--- config.mk ---
export PLATFORM = sky130hd
export DESIGN_NAME = frame_buf_writer
export DESIGN_NICKNAME = d
export VERILOG_FILES = /design/src/rtl/frame_wr_pkg.sv /design/src/rtl/vsync_frame_tracker.sv /design/src/rtl/write_addr_tracker.sv /design/src/rtl/channel_scheduler.sv /design/src/rtl/frame_buf_writer.sv
export SDC_FILE = /design/constraint.sdc
export NUM_CORES = 1
export LEC_CHECK = 0
export BUFFER_PORTS_ARGS = -buffer_cell sky130_fd_sc_hd__buf_2
export CAP_MARGIN = 20
export CORE_AREA = 2 2 523 525
export DETAILED_ROUTE_END_ITERATION = 12
export DIE_AREA = 0 0 525 527
export GPL_ROUTABILITY_DRIVEN = 1
export PLACE_DENSITY = 0.32
export SYNTH_ARGS = -nofsm -noshare
export SYNTH_HDL_FRONTEND = slang
export SYNTH_SLANG_ARGS = --single-unit
export TNS_END_PERCENT = 100
--- constraint.sdc ---
create_clock -name clk -period 5.92 [get_ports clk]
set_clock_uncertainty 0.05 [all_clocks]
set_input_delay 0.888 -clock clk [delete_from_list [all_inputs] [get_ports clk]]
set_output_delay 0.888 -clock clk [all_outputs]
set_load 0.02 [all_outputs]
--- src/rtl/frame_wr_pkg.sv ---
// Shared widths, memory map and types for the frame buffer writer.
// The memory map assumes N_CH regions of CH_REGION each, every region
// holding two frame areas FRAME_OFFSET apart. A running offset that
// grows past FRAME_OFFSET spills into the next area, so the line buffers
// must not push more than one frame's worth of bursts per vsync.
package frame_wr_pkg;

    localparam int N_CH = 4; // buffer channels
    localparam int DATA_W = 256; // AXI beat width
    localparam int ADDR_W = 28; // AXI address width
    localparam int BURST_LEN = 16; // beats per burst

    // one address unit per 32-bit DDR word, eight words per beat
    localparam int ADDR_STEP = BURST_LEN * 8;

    localparam int FRAME_OFFSET = 30000; // ping-pong area spacing
    localparam int CH_REGION = 2 * FRAME_OFFSET; // per-channel region size
    localparam int OFFSET_W = 20; // running offset width
    localparam int INIT_BURSTS = 4; // start-up bursts per channel

    typedef logic [ADDR_W-1:0] addr_t;
    typedef logic [DATA_W-1:0] data_t;
    typedef logic [OFFSET_W-1:0] offset_t;
    typedef logic [$clog2(N_CH)-1:0] ch_idx_t;
    typedef logic [N_CH-1:0] ch_mask_t;
    typedef logic [3:0] beat_t; // holds 0 to BURST_LEN-1

endpackage

--- src/rtl/vsync_frame_tracker.sv ---
// One channel's vsync handling.
// vsync may be asynchronous to clk; it is re-timed through two flops.
// frame_start pulses one cycle per rising edge, and frame_sel flips on
// the cycle after. frame_sel starts at 1 so the first frame lands in area 0.
// vsync must stay low for at least two clocks between frames.
module vsync_frame_tracker (
    input  logic clk,
    input  logic rst,
    input  logic vsync,
    output logic frame_start,
    output logic frame_sel
);

    logic vs_meta;
    logic vs_sync;
    logic vs_last;

    always_ff @(posedge clk or negedge rst) begin
        if (!rst) begin
            vs_meta <= 1'b0;
            vs_sync <= 1'b0;
            vs_last <= 1'b0;
        end else begin
            vs_meta <= vsync; // first sync stage
            vs_sync <= vs_meta;
            vs_last <= vs_sync; // previous value for edge detect
        end
    end

    assign frame_start = vs_sync & ~vs_last; // rising edge only

    always_ff @(posedge clk or negedge rst) begin
        if (!rst) begin
            frame_sel <= 1'b1; // toggled to area 0 by the first vsync
        end else if (frame_start) begin
            frame_sel <= ~frame_sel;
        end
    end

endmodule

--- src/rtl/write_addr_tracker.sv ---
// Burst address generation for all channels.
// awaddr follows cur_ch combinationally, so it is only meaningful while
// the scheduler has a burst address pending. A frame_start on the channel
// being addressed changes awaddr at once; vsync is expected between
// bursts of that channel. init_done is sticky until reset.
module write_addr_tracker (
    input  logic                  clk,
    input  logic                  rst,
    input  frame_wr_pkg::ch_mask_t frame_start,
    input  frame_wr_pkg::ch_mask_t frame_sel,
    input  frame_wr_pkg::ch_idx_t  cur_ch,
    input  logic                  aw_fire,
    output frame_wr_pkg::addr_t    awaddr,
    output logic                  init_done
);

    frame_wr_pkg::offset_t offset [frame_wr_pkg::N_CH]; // running offset per channel
    frame_wr_pkg::ch_mask_t filled;
    frame_wr_pkg::addr_t ch_base;
    frame_wr_pkg::addr_t area_base;

    // offsets restart on a new frame and step once per accepted address
    always_ff @(posedge clk or negedge rst) begin
        if (!rst) begin
            for (int i = 0; i < frame_wr_pkg::N_CH; i++) begin
                offset[i] <= '0;
            end
        end else begin
            for (int i = 0; i < frame_wr_pkg::N_CH; i++) begin
                if (frame_start[i]) begin
                    offset[i] <= '0; // new frame wins over a same-cycle burst
                end else if (aw_fire && (cur_ch == frame_wr_pkg::ch_idx_t'(i))) begin
                    offset[i] <= offset[i] + frame_wr_pkg::offset_t'(frame_wr_pkg::ADDR_STEP);
                end
            end
        end
    end

    always_comb begin
        ch_base = frame_wr_pkg::addr_t'(frame_wr_pkg::CH_REGION * cur_ch);
        if (frame_sel[cur_ch]) begin
            area_base = frame_wr_pkg::addr_t'(frame_wr_pkg::FRAME_OFFSET);
        end else begin
            area_base = '0;
        end
        awaddr = ch_base + area_base + frame_wr_pkg::addr_t'(offset[cur_ch]);
    end

    // a channel counts as filled once its start-up bursts are written
    always_comb begin
        for (int i = 0; i < frame_wr_pkg::N_CH; i++) begin
            filled[i] = offset[i] >= frame_wr_pkg::offset_t'(
                frame_wr_pkg::INIT_BURSTS * frame_wr_pkg::ADDR_STEP);
        end
    end

    always_ff @(posedge clk or negedge rst) begin
        if (!rst) begin
            init_done <= 1'b0;
        end else if (&filled) begin
            init_done <= 1'b1; // stays set through later frames
        end
    end

endmodule

--- src/rtl/channel_scheduler.sv ---
// Round-robin burst scheduler over the line buffers.
// One burst is in flight at a time: address first, then BURST_LEN beats.
// Buffers are first-word-fall-through; buf_ready must mean a whole burst
// is present, since beats are popped without a per-word check.
// Write responses are not tracked and must be accepted by the far side.
module channel_scheduler (
    input  logic                   clk,
    input  logic                   rst,
    input  frame_wr_pkg::ch_mask_t buf_ready,
    input  frame_wr_pkg::data_t    buf_data [frame_wr_pkg::N_CH],
    input  logic                   awready,
    input  logic                   wready,
    output frame_wr_pkg::ch_idx_t  cur_ch,
    output logic                   aw_fire,
    output logic                   awvalid,
    output logic                   wvalid,
    output logic                   wlast,
    output frame_wr_pkg::data_t    wdata,
    output frame_wr_pkg::ch_mask_t buf_rd_en
);

    typedef enum logic [1:0] {
        SCAN,
        ADDR,
        DATA
    } state_t;

    state_t state;
    frame_wr_pkg::beat_t beat; // beats sent in the current burst
    frame_wr_pkg::ch_idx_t next_ch;
    logic w_fire;

    // wrap after the last channel, works for any N_CH
    always_comb begin
        if (cur_ch == frame_wr_pkg::ch_idx_t'(frame_wr_pkg::N_CH - 1)) begin
            next_ch = '0;
        end else begin
            next_ch = cur_ch + 1'b1;
        end
    end

    assign awvalid = (state == ADDR); // held until awready
    assign wvalid = (state == DATA);
    assign wlast = wvalid && (beat == frame_wr_pkg::beat_t'(frame_wr_pkg::BURST_LEN - 1));
    assign aw_fire = awvalid & awready;
    assign w_fire = wvalid & wready;

    always_ff @(posedge clk or negedge rst) begin
        if (!rst) begin
            state <= SCAN;
            cur_ch <= '0;
            beat <= '0;
        end else begin
            case (state)
                SCAN: begin
                    if (buf_ready[cur_ch]) begin
                        state <= ADDR;
                    end else begin
                        cur_ch <= next_ch; // one cycle per idle channel
                    end
                end
                ADDR: begin
                    if (aw_fire) begin
                        state <= DATA;
                        beat <= '0;
                    end
                end
                DATA: begin
                    if (w_fire) begin
                        beat <= beat + 1'b1; // stalls with wready
                        if (wlast) begin
                            state <= SCAN;
                            cur_ch <= next_ch;
                        end
                    end
                end
                default: begin
                    state <= SCAN;
                end
            endcase
        end
    end

    assign wdata = buf_data[cur_ch]; // fall-through word of the current buffer

    // pop exactly the word the slave takes
    always_comb begin
        buf_rd_en = '0;
        if (state == DATA) begin
            buf_rd_en[cur_ch] = wready;
        end
    end

endmodule

--- src/rtl/frame_buf_writer.sv ---
// Multi-channel frame buffer writer toward DDR over AXI write channels.
// Only the address and data channels are driven; the response channel
// must be tied ready on the memory side. Bursts are fixed at BURST_LEN
// beats, incrementing, full strobe, single ID, handled by the interconnect.
// The end of each burst is marked by the wlast transfer.
module frame_buf_writer (
    input  logic                   clk,
    input  logic                   rst,
    input  frame_wr_pkg::ch_mask_t buf_ready,
    input  frame_wr_pkg::data_t    buf_data [frame_wr_pkg::N_CH],
    input  frame_wr_pkg::ch_mask_t vsync,
    output frame_wr_pkg::ch_mask_t buf_rd_en,
    output frame_wr_pkg::addr_t    awaddr,
    output logic                   awvalid,
    input  logic                   awready,
    output frame_wr_pkg::beat_t    awlen,
    output frame_wr_pkg::data_t    wdata,
    output logic                   wvalid,
    input  logic                   wready,
    output logic                   wlast,
    output logic                   init_done
);

    frame_wr_pkg::ch_mask_t frame_start;
    frame_wr_pkg::ch_mask_t frame_sel;
    frame_wr_pkg::ch_idx_t cur_ch;
    logic aw_fire;

    assign awlen = frame_wr_pkg::beat_t'(frame_wr_pkg::BURST_LEN - 1); // AXI length is beats-1

    for (genvar i = 0; i < frame_wr_pkg::N_CH; i++) begin : g_vs
        vsync_frame_tracker u_vs (
            .clk         (clk),
            .rst         (rst),
            .vsync       (vsync[i]),
            .frame_start (frame_start[i]),
            .frame_sel   (frame_sel[i])
        );
    end

    write_addr_tracker u_addr (
        .clk         (clk),
        .rst         (rst),
        .frame_start (frame_start),
        .frame_sel   (frame_sel),
        .cur_ch      (cur_ch),
        .aw_fire     (aw_fire),
        .awaddr      (awaddr),
        .init_done   (init_done)
    );

    channel_scheduler u_sched (
        .clk       (clk),
        .rst       (rst),
        .buf_ready (buf_ready),
        .buf_data  (buf_data),
        .awready   (awready),
        .wready    (wready),
        .cur_ch    (cur_ch),
        .aw_fire   (aw_fire),
        .awvalid   (awvalid),
        .wvalid    (wvalid),
        .wlast     (wlast),
        .wdata     (wdata),
        .buf_rd_en (buf_rd_en)
    );

endmodule

==> summary.txt, run 1 <==
Timing
  – Final Hold Fails: 0
  – Fmax: 0.177 GHz
  – Final setup TNS: 0 ns
  – Worst rel slew slack: 24.2%
  – Slew @ Worst Pin: 1.14 ns
  – RSZ-0062 raised after global routing: false
  – Fin crit share: 95.7%
  – Max Slew Vio Count: 0
  – Setup Viol. Count Final: 0
  – Fin crit period: 5.66 ns

Logic synthesis
  – Post-Syn Area: 10900 um2
  – Main synth FF type: dfrtp_1
  – Syn Area/Cell: 13.3 um2
  – Synth async-reset ratio: 100%
  – Unique masters post-synth: 52
  – Seq/Total Area, Yosys: 17.7%
  – Synth Warn #: 0
  – Yosys reg bits: 77
  – Post-Syn Instances: 820
  – Number of synthesized flops with an enable pin: 0

Detailed routing
  – Max layer used: met5
  – DR pass1 iterations: 5
  – WL per Instance: 41.7 um
  – Residual DRC: 0
  – Via Count: 17100
  – Routed WL: 247000 um
  – Wire length on met2: 108000 um
  – Post-route ant nets: 0
  – Detailed Route Iter0 Violations: 1437
  – Met1 wire length: 89100 um
  – Vias per cell: 2.89
  – Met3 wire len: 35700 um

Place
  – GPL Wtd Cong: 1.07
  – Post-DP HPWL: 232000 um
  – PortBufs: 1316

Final layout
  – FF+latch area: 1940 um2
  – Area of the multi-input gates: 8540 um2
  – Layout cells sized above 1: 78.5%
  – Most common cell after layout, fill and taps aside: buf_2
  – Most frequent cells in the layout: 1316 x buf_2, 271 x mux4_2, 71 x dfrtp_1
  – Nets: 3149
  – Fill count: 31900
  – Area grow syn2layout: 108%

Global routing
  – Initial antenna violation count: 324
  – GRT Residual Overflow: 0
  – Wire length of the first global-routing pass: 282000 um
  – Largest net degree at the start of global routing: 125
  – Vias in the first global route: 15500
  – GRT Overall Usage: 17.1%

Status
  – Status: finished, final reports clean

Floorplan
  – Starting Density: 4.02%
  – Die H: 527 um
  – Full die area: 277000 um2
  – Core area: 272000 um2
  – Die X: 525 um
  – IO Count: 1332
  – Row Count: 192

CTS
  – Clock slew at reported path FFs: 0.07 ns
  – Hold Buf Count CTS: 0
  – Setup bufs post-CTS: 0
  – Skew-Pair Late Insertion Delay: 0.36 ns
  – Num CTS Buffers: 9
  – Bufs on Longest Clock Path: 2
  – H-tree depth: 3
  – Number of cells upsized or downsized after cts: 0
  – TritonCTS clock tree: yes
  – Root Buffer: clkbuf_16
  – Clock sink count: 77

Power
  – Pwr dens: 522 nW/um2
  – Leak: 9.21 nW
  – Worst VDD drop: 0.335 mV
  – Total power: 11.8 mW

Worst setup path
  – Required time of the worst setup path: 4.98 ns
  – Crit end category: output port
  – Crit path arrival time: 4.73 ns
  – Critical path type: reg -> out
  – Crit start category: flip-flop
  – Crit-path max FO: 13

Min path
  – Hold/Removal Path Class: reg -> reg

Flow run
  – Max cap viols: 0
==> final timing paths <==
path	startpoint	to	slack, ns	cells past startpoint
worst max-delay path	u_sched.cur_ch[0]	awaddr[19]	0.26	15
worst min-delay path	g_vs[1].u_vs.vs_meta	g_vs[1].u_vs.vs_sync	0.30	0
worst max register to register	u_sched.cur_ch[0]	u_sched.cur_ch[1]	1.97	7
worst min register to register	g_vs[1].u_vs.vs_meta	g_vs[1].u_vs.vs_sync	0.30	0
max in group asynchronous	rst	u_sched.cur_ch[0]	4.20	3
min in group asynchronous	rst	g_vs[3].u_vs.vs_meta	0.52	2
==> registers in the layout (all words and copies together), names as in the netlist <==
register and flops:
u_addr.init_done 1, g_vs.u_vs.vs_sync 4, u_sched.state 2, g_vs.u_vs.vs_meta 4, u_sched.cur_ch 2, u_sched.beat 4, u_addr.offset 52, g_vs.u_vs.vs_last 4
g_vs.u_vs.frame_sel 4
==> worst max-delay path: stages (launching register included) <==
cell and delay, ns:
dfrtp_4 0.56, mux4_2 0.61, ha_1 0.32, ha_1 0.24
a31o_2 0.28, a31oi_1 0.33, o21bai_1 0.13, a21oi_1 0.19
xor2_1 0.10, ha_1 0.38, nand2_1 0.12, nor2_1 0.25
a21oi_1 0.13, o21ai_0 0.38, xor2_1 0.18, buf_2 0.18
==> per-layer routing <==
layer / vias up / GRT usage, %
li1: 6241 / -
met1: 8530 / 18.3
met2: 1654 / 26.6
met3: 572 / 10.9
met4: 118 / 6.80
met5: - / 0.693
==> final cells by class <==
type | instances | share of cell area (%)
timing repair buffer | 1333 | 29.7
clock buffer | 9 | 0.993
sequential | 77 | 8.55
tap | 3589 | 19.8
clock inverter | 7 | 0.353
inverter | 15 | 0.248
antenna | 243 | 2.68
multi-input combinational | 649 | 37.7
==> synthesized netlist by cell type, types with 2 or more instances <==
cell type	number	share of area, %
buf_4	15	1.0
o21bai_1	3	0.21
and4b_2	2	0.21
dfrtp_1	73	17
mux4_2	271	56
buf_2	30	1.4
nor4_1	11	0.63
a21oi_1	26	1.2
nand2_1	34	1.2
mux2i_1	3	0.27
a31oi_1	4	0.23
a31o_2	2	0.16
o21ai_0	21	0.96
dfstp_2	4	0.96
nand3_1	28	1.3
nor3_1	13	0.60
clkbuf_1	28	0.96
and3_1	12	0.69
buf_1	17	0.58
and4_1	3	0.24
or3_1	13	0.74
nand4_1	10	0.57
mux2_2	3	0.31
ha_1	28	3.2
nor2b_1	6	0.34
inv_1	15	0.52
nor2_1	58	2.0
xor2_1	34	2.7
and2_1	3	0.17
nand4b_1	3	0.24
xnor2_1	25	2.0
conb_1	2	0.069
==> where the power goes <==
| part | internal [mW] | switching [mW] |
|---|---|---|
| Combinational | 3.22 | 7.32 |
| Sequential | 0.594 | 0.102 |
| Clock | 0.334 | 0.271 |
==> logic make-up after synthesis <==
group	after synthesis	synth area share (%)
muxes	277	56.4
other	2	0.0687
xor gates and xnor gates	59	4.73
DFF	77	17.7
AOI/OAI and AO/OA	62	3.30
buffers and inverters	107	4.62
and+or+nand+nor	208	9.95
adders and majority gates	28	3.21
==> per-stage QoR <==
stage	instances	util (%)	cell area (um2)	hold WS [ns]	setup slack, ns
global route	5833	8.26	22500	0.310	0.0258
detailed placement	5663	8.01	21800	0.293	0.669
floorplan	833	-	11000	0.281	0.801
CTS	5679	8.12	22100	0.310	0.243
finish	5922	8.35	22700	0.304	0.257
global placement	5663	8.01	21800	0.289	0.449
(Power assumes the default switching activity.)
==> inputs of run 2 (changes only) <==
--- a/config.mk
+++ b/config.mk
@@ -5,13 +5,14 @@
 export SDC_FILE = /design/constraint.sdc
 export NUM_CORES = 1
 export LEC_CHECK = 0
+export ABC_AREA = 1
 export BUFFER_PORTS_ARGS = -buffer_cell sky130_fd_sc_hd__buf_2
 export CAP_MARGIN = 20
-export CORE_AREA = 2 2 523 525
+export CORE_AREA = 2 2 513 515
 export DETAILED_ROUTE_END_ITERATION = 12
-export DIE_AREA = 0 0 525 527
+export DIE_AREA = 0 0 515 517
 export GPL_ROUTABILITY_DRIVEN = 1
-export PLACE_DENSITY = 0.32
+export PLACE_DENSITY = 0.33
 export SYNTH_ARGS = -nofsm -noshare
 export SYNTH_HDL_FRONTEND = slang
 export SYNTH_SLANG_ARGS = --single-unit
==> summary.txt, run 2 <==
Timing
  – Final Hold Fails: 0 (unchanged)
  – Fin crit period: 5.33 ns (-0.334 ns)
  – Fin crit share: 90.0% (-5.6 points)
  – Final setup TNS: 0 ns (unchanged)
  – Fmax: 0.188 GHz (+6.3%)
  – RSZ-0062 raised after global routing: false
  – Setup Viol. Count Final: 0 (unchanged)
  – Slew @ Worst Pin: 1.35 ns (+0.211 ns)
  – Max Slew Vio Count: 0 (unchanged)
  – Worst hold margin: 0.306 ns (+0.00212 ns)
  – Worst rel slew slack: 9.13% (-15 points)

Final layout
  – Nets: 4522 (+44%)
  – Most frequent cells in the layout: 1316 x buf_2, 623 x nor2_1, 565 x o21ai_0
  – Area grow syn2layout: 86.4%
  – Fin cells: 6979 (+18%)
  – Biggest register: u_addr.offset
  – Layout cells sized above 1: 39.9% (-39 points)
  – Fill count: 31300 (-1.6%)
  – Most common cell after layout, fill and taps aside: buf_2
  – Area of the multi-input gates: 9300 um2 (+9.0%)
  – Largest register FFs: 52 (unchanged)
  – FF+latch area: 1940 um2 (unchanged)
  – Final core occ: 8.93% (+0.58 points)

Worst setup path
  – Crit path max-delay family: buffers and inverters
  – Critical Path Stages: 6 (-9)
  – Reg2Reg Setup Slack: 3.59 ns (+1.62 ns)
  – CP max stage cell: o22ai_1
  – Cell Chain, Critical Path: inv_16, buf_12, buf_4, o21ai_0, o22ai_1, buf_2
  – CP max stage delay: 0.72 ns (+0.11 ns)
  – Crit start category: flip-flop
  – R2r startpoint: u_sched.cur_ch[0]
  – R2R Path End: u_addr.offset[78]
  – Crit end category: output port
  – CP bufs+invs: 4 (+3)
  – Crit path arrival time: 4.39 ns (-0.34 ns)
  – Required time of the worst setup path: 4.98 ns (about the same)
  – Crit-path max FO: 124 (+111)
  – R2R depth: 8 (+1)
  – Critical path type: reg -> out

CTS
  – Num CTS Buffers: 9 (unchanged)
  – Hold Buf Count CTS: 0 (unchanged)
  – Bufs on Longest Clock Path: 2 (unchanged)
  – Root Buffer: clkbuf_16
  – H-tree depth: 3 (unchanged)
  – Number of cells upsized or downsized after cts: 0 (unchanged)
  – Skew-Pair Late Insertion Delay: 0.37 ns (about the same)
  – Clock sink count: 77 (unchanged)
  – TritonCTS clock tree: yes
  – Setup bufs post-CTS: 0 (unchanged)
  – Clock slew at reported path FFs: 0.06 ns (about the same)

Power
  – Total power: 15.6 mW (+32%)
  – Worst VDD drop: 0.291 mV (-13%)
  – Leak: 10.3 nW (+12%)
  – Pwr dens: 669 nW/um2 (+28%)

Detailed routing
  – WL per Instance: 35.4 um (-15%)
  – Routed WL: 247000 um (-0.16%)
  – DR pass1 iterations: 7 (+2)
  – Post-route ant nets: 0 (unchanged)
  – Residual DRC: 0 (unchanged)
  – Via Count: 23700 (+39%)
  – Detailed Route Iter0 Violations: 2047 (+42%)
  – Vias per cell: 3.40 (+18%)

Logic synthesis
  – Syn Area/Cell: 5.45 um2 (-59%)
  – Synth async-reset ratio: 100% (unchanged)
  – Yosys reg bits: 77 (unchanged)
  – Dominant cells by area after synthesis: o21ai_0 23%, nor2_1 19%, dfrtp_1 15%, o22ai_1 13%, nand2_1 6.6%
  – Number of synthesized flops with an enable pin: 0 (unchanged)
  – Unique masters post-synth: 40 (-23%)
  – Yosys top cell by area: o21ai_0
  – Synth Warn #: 0 (unchanged)
  – Post-Syn Area: 12500 um2 (+14%)
  – Post-Syn Instances: 2297 (+180%)
  – Post-synth top area share: 22.7% (-33 points)
  – Most common cell in the synthesized netlist: nor2_1
  – Post-synth top cells: 623 x nor2_1, 568 x o21ai_0, 259 x o22ai_1
  – Main synth FF type: dfrtp_1
  – Seq/Total Area, Yosys: 15.4% (-2.2 points)

Status
  – Status: finished, final reports clean

Global routing
  – GRT Overall Usage: 17.6% (+0.49 points)
  – Wire length of the first global-routing pass: 294000 um (+4.5%)
  – Largest net degree at the start of global routing: 141 (+13%)
  – GRT Residual Overflow: 0 (unchanged)
  – Initial antenna violation count: 264 (-19%)
  – Vias in the first global route: 23100 (+49%)

Min path
  – Hold/Removal Path Class: reg -> reg
  – Hold Path End: g_vs[2].u_vs.vs_sync
  – Hold Path Cell Cnt: 0 (unchanged)
  – Hold wc startpoint: g_vs[2].u_vs.vs_meta

Flow run
  – Max cap viols: 0 (unchanged)

Place
  – Post-DP HPWL: 223000 um (-3.7%)
  – GPL Wtd Cong: 1.02 (-4.8%)
  – PortBufs: 1316 (unchanged)
  – Dpl cells: 6865 (+21%)

Floorplan
  – Die H: 517 um (-1.9%)
  – Die X: 515 um (-1.9%)
  – Row Count: 188 (-2.1%)
  – Starting Density: 4.79% (+0.77 points)
  – IO Count: 1332 (unchanged)
  – Full die area: 266000 um2 (-3.8%)
  – Core area: 261000 um2 (-3.9%)
==> run 2: worst max-delay path by stage <==
stage / start / end / slack (ns)
5_1_grt: u_sched.cur_ch[0] / awaddr[19] / 0.22
6_report: u_sched.cur_ch[0] / wdata[235] / 0.59
3_5_place_dp: u_sched.cur_ch[0] / awaddr[14] / 0.98
2_1_floorplan: u_sched.cur_ch[0] / awaddr[15] / 1.36
3_3_place_gp: u_sched.cur_ch[0] / awaddr[19] / 0.88
4_1_cts: u_sched.cur_ch[0] / awaddr[14] / 0.54
==> run 2: area by class of cell <==
type / count / share of cell area (%)
repair buffers: 1346 / 29.6
multi-input cells: 1923 / 39.9
flip-flops and latches: 77 / 8.32
well taps: 3420 / 18.4
clock buffers: 13 / 1.03
diodes: 96 / 1.03
inverters: 101 / 1.73
clock inverters: 3 / 0.0644
==> run 2: kinds of logic after synthesis <==
kind of cell    Yosys count  synth area share (%)
other cells               2                0.0600
simple gates            977                  31.6
compound gates          881                  37.9
buf+inv                 310                  10.6
flops                    77                  15.4
xor+xnor                 22                  1.54
fa+ha+maj                28                  2.80
==> run 2: layer usage <==
layer	share of wire (%)	up-vias	global-route usage, %
li1	-	10400	-
met1	38	11300	20.2
met2	44	1505	27.6
met3	14	467	9.25
met4	4.3	108	6.07
met5	0.28	-	0
==> run 2: power breakdown <==
part	switching (mW)	total, mW	internal (mW)
registers	0.101	0.701	0.600
logic	11.3	14.4	3.09
clock network	0.251	0.534	0.283
total	11.6	15.6	3.98
==> run 2: per-stage QoR <==
stage                     cell area [um2]  worst slack (ns)
final                               23300             0.591
after global routing                23200             0.223
after CTS                           23100             0.540
after detailed placement            22800             0.985
after global placement              22800             0.877
after floorplan                     12600              1.36
